### src/cpu_pkg.sv
package cpu_pkg;

  // widths
  localparam int STATE_W  = 3;
  localparam int ALU_OP_W = 4;
  localparam int BE_W     = 4; // byte lanes on the avalon data bus
  localparam int ADDR_LSB = 2; // word aligned data address

  // boot address, top level passes it down to the pc
  parameter logic [31:0] RESET_VECTOR = 32'hBFC0_0000;

  // one instruction walks fetch -> load -> mem -> exec
  typedef enum logic [STATE_W-1:0] {
    FETCH  = 3'd0, // idle cycle before the instruction read
    LOAD   = 3'd1, // instruction read on the bus
    MEM    = 3'd2, // data read/write, or a single idle cycle
    EXEC   = 3'd3, // register write back and pc update
    HALTED = 3'd4  // left only by reset
  } state_t;

  typedef enum logic [ALU_OP_W-1:0] {
    ALU_ADD, ALU_SUB, ALU_AND, ALU_OR, ALU_XOR,
    ALU_SLT, ALU_SLTU, ALU_SLL, ALU_SRL, ALU_LUI
  } alu_op_t;

  // decoded control word
  typedef struct packed {
    alu_op_t alu_op;
    logic    alu_src_imm;  // operand b is imm instead of rt
    logic    imm_zero_ext; // andi/ori/xori
    logic    reg_write;
    logic    dest_is_rd;   // r-type writes rd, i-type writes rt
    logic    mem_to_reg;   // write back load data
    logic    mem_read;
    logic    mem_write;
    logic    branch;
    logic    branch_ne;    // bne, else beq
    logic    jump;
    logic    jump_reg;
  } ctrl_t;

endpackage

### src/isa_pkg.sv
package isa_pkg;

  // basic datapath types
  typedef logic [31:0] word_t;    // one bus / register word
  typedef logic [4:0]  reg_idx_t; // gpr index

  // primary opcode, bits 31:26
  typedef enum logic [5:0] {
    OP_SPECIAL = 6'h00, // r-type, see funct
    OP_J       = 6'h02,
    OP_BEQ     = 6'h04,
    OP_BNE     = 6'h05,
    OP_ADDIU   = 6'h09,
    OP_SLTI    = 6'h0A,
    OP_ANDI    = 6'h0C, // zero-extended imm
    OP_ORI     = 6'h0D, // zero-extended imm
    OP_XORI    = 6'h0E, // zero-extended imm
    OP_LUI     = 6'h0F,
    OP_LW      = 6'h23,
    OP_SW      = 6'h2B
  } op_t;

  // function code for OP_SPECIAL, bits 5:0
  typedef enum logic [5:0] {
    FN_SLL  = 6'h00, // all-zero word is sll $0,$0,0 i.e. nop
    FN_SRL  = 6'h02,
    FN_JR   = 6'h08,
    FN_ADDU = 6'h21,
    FN_SUBU = 6'h23,
    FN_AND  = 6'h24,
    FN_OR   = 6'h25,
    FN_XOR  = 6'h26,
    FN_SLT  = 6'h2A,
    FN_SLTU = 6'h2B
  } funct_t;

  // r-type field view of an instruction word
  // imm16 is [15:0] and the jump index is [25:0] of the same word
  typedef struct packed {
    op_t        op;    // 31:26
    reg_idx_t   rs;    // 25:21
    reg_idx_t   rt;    // 20:16
    reg_idx_t   rd;    // 15:11
    logic [4:0] shamt; // 10:6
    funct_t     funct; // 5:0
  } instr_t;

endpackage

### src/alu.sv
`timescale 1ns/100ps

module alu (
  input  cpu_pkg::ctrl_t  ctrl,
  input  isa_pkg::instr_t instruction,
  input  isa_pkg::word_t  rs_data,
  input  isa_pkg::word_t  rt_data,
  input  isa_pkg::word_t  imm,
  output isa_pkg::word_t  alu_result,
  output logic            equal
);
  import isa_pkg::*;
  import cpu_pkg::*;

  word_t a, b;

  assign a = rs_data;
  assign b = ctrl.alu_src_imm ? imm : rt_data; // operand b mux

  // branch compare is always register to register
  assign equal = (rs_data == rt_data);

  always_comb begin
    case (ctrl.alu_op)
      ALU_ADD:  alu_result = a + b;  // addu/addiu, also lw/sw address
      ALU_SUB:  alu_result = a - b;
      ALU_AND:  alu_result = a & b;
      ALU_OR:   alu_result = a | b;
      ALU_XOR:  alu_result = a ^ b;
      ALU_SLT:  alu_result = {31'b0, $signed(a) < $signed(b)};
      ALU_SLTU: alu_result = {31'b0, a < b};
      ALU_SLL:  alu_result = b << instruction.shamt; // shifts act on rt
      ALU_SRL:  alu_result = b >> instruction.shamt; // logical, zero fill
      ALU_LUI:  alu_result = {b[15:0], 16'h0000};
      default:  alu_result = '0;
    endcase
  end

endmodule

### src/cpu_sequencer.sv
`timescale 1ns/100ps

module cpu_sequencer (
  input  logic             clk,
  input  logic             reset,
  input  logic             waitrequest,
  input  isa_pkg::word_t   readdata,
  input  isa_pkg::word_t   pc,
  input  isa_pkg::word_t   alu_result,
  input  cpu_pkg::ctrl_t   ctrl,
  output cpu_pkg::state_t  state,
  output isa_pkg::instr_t  instruction,
  output isa_pkg::word_t   load_data,
  output isa_pkg::word_t   address,
  output logic             read,
  output logic             write,
  output logic             active
);
  import isa_pkg::*;
  import cpu_pkg::*;

  logic  data_xfer; // this instruction touches data memory
  logic  xfer_done; // bus accepted the current transfer
  word_t data_addr;

  assign data_xfer = ctrl.mem_read | ctrl.mem_write;
  assign xfer_done = ~waitrequest;

  // low address bits dropped, lw/sw are word only
  assign data_addr = {alu_result[31:ADDR_LSB], {ADDR_LSB{1'b0}}};

  // pc during fetch/load, data address in mem
  assign address = (state == MEM) ? data_addr : pc;

  // strobes come straight from the state, so they hold while waitrequest is high
  assign read  = (state == LOAD) | ((state == MEM) & ctrl.mem_read);
  assign write = (state == MEM) & ctrl.mem_write;

  // control state
  always_ff @(posedge clk) begin
    if (reset) begin
      state  <= FETCH;
      active <= 1'b1;
    end else begin
      case (state)
        FETCH: state <= LOAD;
        LOAD: begin
          if (xfer_done) state <= MEM;
        end
        MEM: begin
          // non-memory instructions pass through in one cycle
          if (!data_xfer || xfer_done) state <= EXEC;
        end
        EXEC: begin
          if (pc == '0) begin // instruction at address 0 ends the run
            state  <= HALTED;
            active <= 1'b0;
          end else begin
            state <= FETCH;
          end
        end
        HALTED: state <= HALTED;
        default: state <= HALTED; // illegal encoding parks the cpu
      endcase
    end
  end

  // instruction and load data registers, captured on a completed read
  always_ff @(posedge clk) begin
    if (state == LOAD && xfer_done) instruction <= instr_t'(readdata);
    if (state == MEM && ctrl.mem_read && xfer_done) load_data <= readdata;
  end

endmodule

### src/instr_decoder.sv
`timescale 1ns/100ps

module instr_decoder (
  input  isa_pkg::instr_t instruction,
  output cpu_pkg::ctrl_t  ctrl,
  output isa_pkg::word_t  imm
);
  import isa_pkg::*;
  import cpu_pkg::*;

  logic [15:0] imm16;

  assign imm16 = instruction[15:0];

  // logical immediates are zero extended, everything else sign extended
  assign imm = ctrl.imm_zero_ext ? {16'h0000, imm16} : {{16{imm16[15]}}, imm16};

  always_comb begin
    ctrl        = '0; // unknown encodings fall out as a nop
    ctrl.alu_op = ALU_ADD;
    case (instruction.op)
      OP_SPECIAL: begin
        ctrl.dest_is_rd = 1'b1;
        ctrl.reg_write  = 1'b1;
        case (instruction.funct)
          FN_SLL:  ctrl.alu_op = ALU_SLL;
          FN_SRL:  ctrl.alu_op = ALU_SRL;
          FN_ADDU: ctrl.alu_op = ALU_ADD;
          FN_SUBU: ctrl.alu_op = ALU_SUB;
          FN_AND:  ctrl.alu_op = ALU_AND;
          FN_OR:   ctrl.alu_op = ALU_OR;
          FN_XOR:  ctrl.alu_op = ALU_XOR;
          FN_SLT:  ctrl.alu_op = ALU_SLT;
          FN_SLTU: ctrl.alu_op = ALU_SLTU;
          FN_JR: begin
            ctrl.jump_reg  = 1'b1;
            ctrl.reg_write = 1'b0; // no link
          end
          default: ctrl.reg_write = 1'b0;
        endcase
      end
      OP_J:   ctrl.jump = 1'b1;
      OP_BEQ: ctrl.branch = 1'b1; // alu unused, compare is rs == rt
      OP_BNE: begin
        ctrl.branch    = 1'b1;
        ctrl.branch_ne = 1'b1;
      end
      OP_ADDIU, OP_SLTI, OP_ANDI, OP_ORI, OP_XORI, OP_LUI: begin
        ctrl.alu_src_imm = 1'b1;
        ctrl.reg_write   = 1'b1; // rt is the destination
        case (instruction.op)
          OP_SLTI: ctrl.alu_op = ALU_SLT;
          OP_ANDI: ctrl.alu_op = ALU_AND;
          OP_ORI:  ctrl.alu_op = ALU_OR;
          OP_XORI: ctrl.alu_op = ALU_XOR;
          OP_LUI:  ctrl.alu_op = ALU_LUI;
          default: ctrl.alu_op = ALU_ADD;
        endcase
        ctrl.imm_zero_ext = (instruction.op == OP_ANDI) | (instruction.op == OP_ORI) |
                            (instruction.op == OP_XORI);
      end
      OP_LW: begin
        ctrl.alu_src_imm = 1'b1; // base + offset
        ctrl.mem_read    = 1'b1;
        ctrl.mem_to_reg  = 1'b1;
        ctrl.reg_write   = 1'b1;
      end
      OP_SW: begin
        ctrl.alu_src_imm = 1'b1;
        ctrl.mem_write   = 1'b1;
      end
      default: ctrl.alu_op = ALU_ADD;
    endcase
  end

endmodule

### src/mips_cpu_bus.sv
`timescale 1ns/100ps

module mips_cpu_bus #(
  parameter logic [31:0] RESET_VECTOR = cpu_pkg::RESET_VECTOR
) (
  input  logic                         clk,
  input  logic                         reset,
  output logic                         active,
  output isa_pkg::word_t               register_v0,

  // avalon-mm master
  output isa_pkg::word_t               address,
  output logic                         write,
  output logic                         read,
  input  logic                         waitrequest,
  output isa_pkg::word_t               writedata,
  output logic [cpu_pkg::BE_W-1:0]     byteenable,
  input  isa_pkg::word_t               readdata
);
  import isa_pkg::*;
  import cpu_pkg::*;

  state_t state;       // current phase of the instruction
  instr_t instruction; // ir contents
  ctrl_t  ctrl;
  word_t  imm;         // sign or zero extended imm16
  word_t  load_data;   // lw result held for exec
  word_t  rs_data, rt_data;
  word_t  alu_result;
  logic   equal;       // rs == rt, for beq/bne
  word_t  pc;

  assign writedata  = rt_data;   // sw always stores rt
  assign byteenable = '1;        // word accesses only

  cpu_sequencer u_seq (
    .clk, .reset, .waitrequest, .readdata,
    .pc, .alu_result, .ctrl,
    .state, .instruction, .load_data,
    .address, .read, .write, .active
  );

  instr_decoder u_dec (
    .instruction,
    .ctrl,
    .imm
  );

  register_file u_rf (
    .clk, .reset, .state, .instruction, .ctrl,
    .alu_result, .load_data,
    .rs_data, .rt_data, .register_v0
  );

  alu u_alu (
    .ctrl, .instruction,
    .rs_data, .rt_data, .imm,
    .alu_result, .equal
  );

  pc_unit #(
    .RESET_VECTOR(RESET_VECTOR)
  ) u_pc (
    .clk, .reset, .state, .instruction, .ctrl,
    .rs_data, .imm, .equal,
    .pc
  );

endmodule

### src/pc_unit.sv
`timescale 1ns/100ps

module pc_unit #(
  parameter logic [31:0] RESET_VECTOR = cpu_pkg::RESET_VECTOR
) (
  input  logic            clk,
  input  logic            reset,
  input  cpu_pkg::state_t state,
  input  isa_pkg::instr_t instruction,
  input  cpu_pkg::ctrl_t  ctrl,
  input  isa_pkg::word_t  rs_data,
  input  isa_pkg::word_t  imm,
  input  logic            equal,
  output isa_pkg::word_t  pc
);
  import isa_pkg::*;
  import cpu_pkg::*;

  word_t pc_plus4;
  word_t branch_target;
  word_t jump_target;
  word_t new_target; // target of the instruction in exec
  word_t target_q;   // held over the delay slot
  logic  delay;      // current instruction is a delay slot
  logic  br_taken;
  logic  redirect;   // next instruction is a delay slot

  assign pc_plus4 = pc + 32'd4;

  // relative to the delay slot address
  assign branch_target = pc_plus4 + {imm[29:0], 2'b00};
  assign jump_target   = {pc_plus4[31:28], instruction[25:0], 2'b00};

  // beq on equal, bne on not equal
  assign br_taken = ctrl.branch & (equal ^ ctrl.branch_ne);
  assign redirect = br_taken | ctrl.jump | ctrl.jump_reg;

  always_comb begin
    if (ctrl.jump_reg)  new_target = rs_data;
    else if (ctrl.jump) new_target = jump_target;
    else                new_target = branch_target;
  end

  // pc and delay flag
  always_ff @(posedge clk) begin
    if (reset) begin
      pc    <= RESET_VECTOR;
      delay <= 1'b0;
    end else if (state == EXEC) begin
      pc    <= delay ? target_q : pc_plus4; // slot done, go to the held target
      delay <= redirect;
    end
  end

  // target holder, written only when a redirect is pending
  always_ff @(posedge clk) begin
    if (state == EXEC && redirect) target_q <= new_target;
  end

endmodule

### src/register_file.sv
`timescale 1ns/100ps

module register_file (
  input  logic            clk,
  input  logic            reset,
  input  cpu_pkg::state_t state,
  input  isa_pkg::instr_t instruction,
  input  cpu_pkg::ctrl_t  ctrl,
  input  isa_pkg::word_t  alu_result,
  input  isa_pkg::word_t  load_data,
  output isa_pkg::word_t  rs_data,
  output isa_pkg::word_t  rt_data,
  output isa_pkg::word_t  register_v0
);
  import isa_pkg::*;
  import cpu_pkg::*;

  word_t    regs [32];
  reg_idx_t wr_idx;  // destination register
  word_t    wr_data;

  assign wr_idx  = ctrl.dest_is_rd ? instruction.rd : instruction.rt;
  assign wr_data = ctrl.mem_to_reg ? load_data : alu_result;

  // async reads, $zero forced
  assign rs_data = (instruction.rs == '0) ? '0 : regs[instruction.rs];
  assign rt_data = (instruction.rt == '0) ? '0 : regs[instruction.rt];

  assign register_v0 = regs[2]; // $v0 tap for the top level port

  always_ff @(posedge clk) begin
    if (reset) begin
      for (int i = 0; i < 32; i++) begin
        regs[i] <= '0;
      end
    end else if (state == EXEC && ctrl.reg_write && wr_idx != '0) begin
      regs[wr_idx] <= wr_data; // single write port, exec only
    end
  end

endmodule

### config.mk
export PLATFORM = sky130hd
export DESIGN_NAME = mips_cpu_bus
export DESIGN_NICKNAME = d
export VERILOG_FILES = /design/src/cpu_pkg.sv /design/src/isa_pkg.sv /design/src/alu.sv /design/src/cpu_sequencer.sv /design/src/instr_decoder.sv /design/src/mips_cpu_bus.sv /design/src/pc_unit.sv /design/src/register_file.sv
export SDC_FILE = /design/constraint.sdc
export NUM_CORES = 2
export LEC_CHECK = 0
export BUFFER_PORTS_ARGS = -buffer_cell sky130_fd_sc_hd__buf_2
export CORE_MARGIN = 3
export CORE_UTILIZATION = 28
export CTS_CLUSTER_DIAMETER = 50
export DETAILED_ROUTE_END_ITERATION = 12
export MAX_ROUTING_LAYER = met4
export PLACE_DENSITY = 0.51
export SLEW_MARGIN = 40
export SYNTH_ARGS = -nofsm -noshare
export SYNTH_HDL_FRONTEND = slang
export SYNTH_SLANG_ARGS = --single-unit
### constraint.sdc
create_clock -name clk -period 16.9 [get_ports clk]
set_input_delay 0.845 -clock clk [delete_from_list [all_inputs] [get_ports clk]]
set_output_delay 0.845 -clock clk [all_outputs]
set_load 0.005 [all_outputs]
After elaboration in Yosys (flattened, before gate mapping) --
Memory sizes are Yosys's and may differ from the RTL's. A register that Yosys moved wholly into a read port is not among the register bits. Cells that the tools add are included.
Storage, ports and cells: output and inout bits 103, input bits 35, flip-flop bits (word level) 133, bits in writable memories 1024, memories 1
Memory list:
- u_rf.regs | words 32, width 32, read ports 3, clocked after Yosys merged registers in 2, wr ports 32, RTL line register_file.sv:18 | word_t regs [32];
Operators by class: add/sub/neg operators 4, reduce and logical (&&, ||, !) cells 24, shifts and indexed selects 2, equality and inequality tests 35, magnitude comparators 2, muxes and demuxes 40, bitwise operators 14
Operators with widths (number):
- $mux W32 | 10
- $pmux W32 S10 | 1
- $add A32 B32 Y32 | 2
- $lt A32 B32 Y1 | 2
- $eq A6 B6 Y1 const B | 9
- $eq A6 B4 Y1 const B | 7
- $add A32 B3 Y32 const B | 1
- $and A32 B32 Y32 | 1
- $eq A32 B32 Y1 | 1
- $logic_not A32 Y1 | 1
- $or A32 B32 Y32 | 1
- $pmux W4 S8 | 1
- $reduce_or A32 Y1 | 1
- $shl A32 B5 Y32 | 1
- $shr A32 B5 Y32 | 1
- $sub A32 B32 Y32 | 1
- $xor A32 B32 Y32 | 1
- $mux W5 | 4
- $pmux W4 S5 | 1
- $eq A4 B3 Y1 const B | 4
- $mux W1 | 16
- $eq A6 B2 Y1 const B | 2
- $eq A6 B3 Y1 const B | 2
- $logic_not A6 Y1 | 2
- 29 further kinds | 48

Depth between registers and ports, before layout --
word-level depth 11, depth in mapped cells 26, mapped depth without buffers 20

Modules after synthesis --
A second synthesis with hierarchy kept.
Unflattened totals: cells, all modules 5877, area total of the unflattened synthesis 70645.3 um2
Modules (own cells, without submodules):
- register_file | times used 1, area each 52496.6 um2, sequential area each 30749.5 um2, cells an instance 3657
- alu | times used 1, area each 9609.2 um2, sequential area each 0.0 um2, cells an instance 1337
- pc_unit | times used 1, area each 5320.1 um2, sequential area each 1621.6 um2, cells an instance 652
- cpu_sequencer | times used 1, area each 2586.2 um2, sequential area each 2001.9 um2, cells an instance 134
- instr_decoder | times used 1, area each 599.3 um2, sequential area each 0.0 um2, cells an instance 92
- mips_cpu_bus | times used 1, area each 33.8 um2, sequential area each 0.0 um2, cells an instance 5

Least setup slack after synthesis --
OpenSTA, ideal clock, no wires.
path kind register to output, start point register (tool-made name), end point output address[30], buffers on the path 5, path slack 10463 ps, stages on the path, launching flop included 25, data arrival time 5592 ps, cell sequence dfxtp_1 clkbuf_1 buf_2 buf_1 buf_1 clkbuf_1 mux4_2 mux2i_1 a22oi_1 nand2_1 inv_1 ha_1 inv_1 fa_1 nand2b_1 a21oi_1 o311a_1 o211ai_1 nand3b_1 a2111oi_0 nor3_1 or4b_2 a21oi_1 nor3_1 a21oi_1
RTL lines:
- to (decl) | RTL line mips_cpu_bus.sv:12 | output isa_pkg::word_t address,

==> flow_metrics.env <==
export IMPL_status="finished, final reports clean"
export IMPL_min_period_ns=10.20
export IMPL_finalSetupTns_ns=0
export IMPL_drc=0
export IMPL_gp_congestion=1.03
export IMPL_synth_edf_count=1120
export IMPL_holdWs_ns=0.211
export IMPL_ys_seq_area_frac=0.484
export IMPL_cp_arrival_ns=9.36
export IMPL_yosysUniqueCellTypes=117
export IMPL_ctsResizeCount=0
export IMPL_grt_pass1_wl_microns=476000
export IMPL_drt_iter0_drc=8669
export IMPL_ys_flop_type="edfxtp_1"
export IMPL_cp_data_required_time_ns=16.06
export IMPL_ant_nets=0
export IMPL_r2r_slack_ns=7.94
export IMPL_post_drt_wl_per_cell_microns=36.5
export IMPL_fin_ws_ns=6.70
export IMPL_reg2reg_depth=24
export IMPL_grt_max_degree=101
export IMPL_rsz0062_at_grt="no"
export IMPL_antenna_found_initial=19
export IMPL_vias=58500
export IMPL_clock_fmax_ghz=0.0980
export IMPL_async_flop_share=0
export IMPL_holdBufCountCts=0
export IMPL_multi_input_area_sq_mm=0.0347
export IMPL_ir_drop_v=0.000107
export IMPL_htree_levels=4
export IMPL_grt_pass1_vias=56100
export IMPL_nets=6305
export IMPL_layout_drive_gt1_share=0.221
export IMPL_first_pass_iters=8
export IMPL_row_count=184
export IMPL_wirelength_microns=351000
export IMPL_core_sq_mm=0.253
export IMPL_cts_tree="built"
export IMPL_syn_inst=6120
export IMPL_cts_sinks=1167
export IMPL_portBuffers=133
export IMPL_p_per_area_mw_per_mm2=124
export IMPL_die_w_microns=511
export IMPL_overflow=0
export IMPL_final_hold_viol_count=0
export IMPL_dpl_hpwl_microns=240000
export IMPL_grt_usage=0.267
export IMPL_via_per_inst=6.08
export IMPL_cellLeakagePower_nw=29.3
export IMPL_maxSlewHeadroom=0.318
export IMPL_critPathMaxFanout=34
export IMPL_worst_pin_slew_ns=1.02
export IMPL_post_place_ws_ns=7.48
export IMPL_maxCapViolations=0
export IMPL_start_util=0.283
export IMPL_syn_area_per_cell_sq_um=11.7
export IMPL_die_h_microns=511
export IMPL_register_area_sq_mm=0.0346
export IMPL_critPathKind="flop to primary output"
export IMPL_n_fill_cell=25200
export IMPL_ioPinCount=138
export IMPL_cts_reportedPaths_clkPinSlew_ns=0.06
export IMPL_area_growth_pct=15.2
export IMPL_hold_path_class="input port to flop"
export IMPL_report_final_slew_viol_count=0
export IMPL_finalSetupViolCount=0
export IMPL_synth_seq_cells=1167
export IMPL_clk_latency_ns=0.84
export IMPL_synth_area_sq_mm=0.0715
export IMPL_cts_root_buffer="clkbuf_16"
export IMPL_post_route_period_util=0.604
export IMPL_cts_max_path_buffers=3
export IMPL_whs_path_depth=1
export IMPL_ys_warn_count=0
export IMPL_postCtsSetupBuffers=0
export IMPL_worstSetupStartpointType="flop"
export IMPL_final_util=0.326
export IMPL_die_area_sq_mm=0.261
export IMPL_worst_clock_skew_ns=0.0413
export IMPL_cts_buffers=155
export IMPL_crit_path_end_kind="primary output"
## critical path: stages (launching register included)
cell       delay (ns)
dfxtp_4          0.85
buf_4            0.60
buf_4            0.66
mux4_2           0.35
o22ai_1          0.09
a211oi_2         0.53
nor3b_2          0.57
nand2_1          0.18
nand2_1          0.45
ha_1             0.26
inv_1            0.07
fa_1             0.47
nor2b_1          0.17
o221ai_1         0.36
a2111oi_0        0.20
buf_4            0.20
o21ai_0          0.27
nor3_1           0.16
o21ai_0          0.49
nand2_1          0.19
nand4_1          0.13
a21oi_1          0.13
nor3_1           0.69
a21oi_1          0.19
buf_2            0.18
## state kept, by name, indices dropped and copies added (netlist names), named ones only
register	cells
u_rf.regs	1024
u_pc.delay	1
u_pc.pc	32
u_seq.active	1
u_seq.load_data	32
u_seq.state	3
u_seq.instruction	32
u_pc.target_q	32
## final timing paths
path | startpoint | end
min | readdata[29] | u_seq.instruction[29]
max reg2reg | flop | u_rf.regs[6][28]
max | flop | address[30]
min reg2reg | u_seq.active | u_seq.active
## cells in the final DEF (no fill, tap or decap), types with 47 or more instances in the layout
master        n
clkbuf_16   156
o21ai_0     122
buf_2       134
a21oi_1     245
ha_1        128
nor3_1      259
mux2i_1     270
buf_4       261
edfxtp_1   1120
o211ai_1     56
nor2_1     1050
inv_1       136
mux2_2       47
o22ai_1     107
nand3_1      74
mux4_2      452
nand2_1     298
a22oi_1      86
a211oi_1     83
xnor2_1      76
## layout make-up
cell class              count  area share
diodes                     13    0.000395
clock buffers             178      0.0484
clock inverters           105      0.0167
inverters                 141     0.00643
multi-input cells        4259       0.421
flip-flops and latches   1167       0.420
well taps                3348      0.0509
repair buffers            415      0.0358
## synthesized netlist by cell type (all sizes together), types with 44 or more instances
cell | number | area, sq um
edfxtp | 1120 | 33600
nor2 | 1102 | 4210
mux4 | 474 | 10800
clkbuf | 368 | 1380
nand2 | 353 | 1330
mux2i | 280 | 2820
nor3 | 269 | 1360
a21oi | 246 | 1230
buf | 219 | 1310
inv | 140 | 526
o21ai | 131 | 656
ha | 128 | 1600
o22ai | 109 | 682
a211oi | 93 | 713
a22oi | 86 | 646
xnor2 | 76 | 666
nand3 | 75 | 375
o211ai | 57 | 433
dfxtp | 47 | 941
mux2 | 47 | 529
a21o | 45 | 338
a221oi | 44 | 415
## kinds of logic after synthesis
group | synth area share
fa+ha+maj | 0.0232
compound gates | 0.110
xor+xnor | 0.0123
buf+inv | 0.0450
simple gates | 0.129
other cells | 0.000105
mux | 0.197
flops | 0.484
## power by group
part           leakage [nW]  internal (mW)  switching, mW
Clock                  2.55           2.05           1.41
Combinational          15.0          0.953           2.45
Sequential             11.8           3.27         0.0894
Total                  29.3           6.27           3.95
## layer usage
metal | vias to the layer above | part of all wire | global-route usage | wire, microns
li1 | 23500 | - | - | -
met1 | 30200 | 0.39 | 0.342 | 139000
met2 | 3979 | 0.45 | 0.400 | 157000
met3 | 802 | 0.096 | 0.0526 | 33800
met4 | 0 | 0.064 | 0.141 | 22300
met5 | - | 0 | - | 0
## through the flow
stage	total power, mW	instances	area [sq um]
5_1_grt	10.5	9623	82300
2_1_floorplan	5.22	6154	71600
6_report	10.2	9626	82300
3_5_place_dp	6.71	9325	76800
3_3_place_gp	6.67	9313	76500
4_1_cts	10.2	9608	82200
Note: power is estimated with default switching activity, not from simulation.
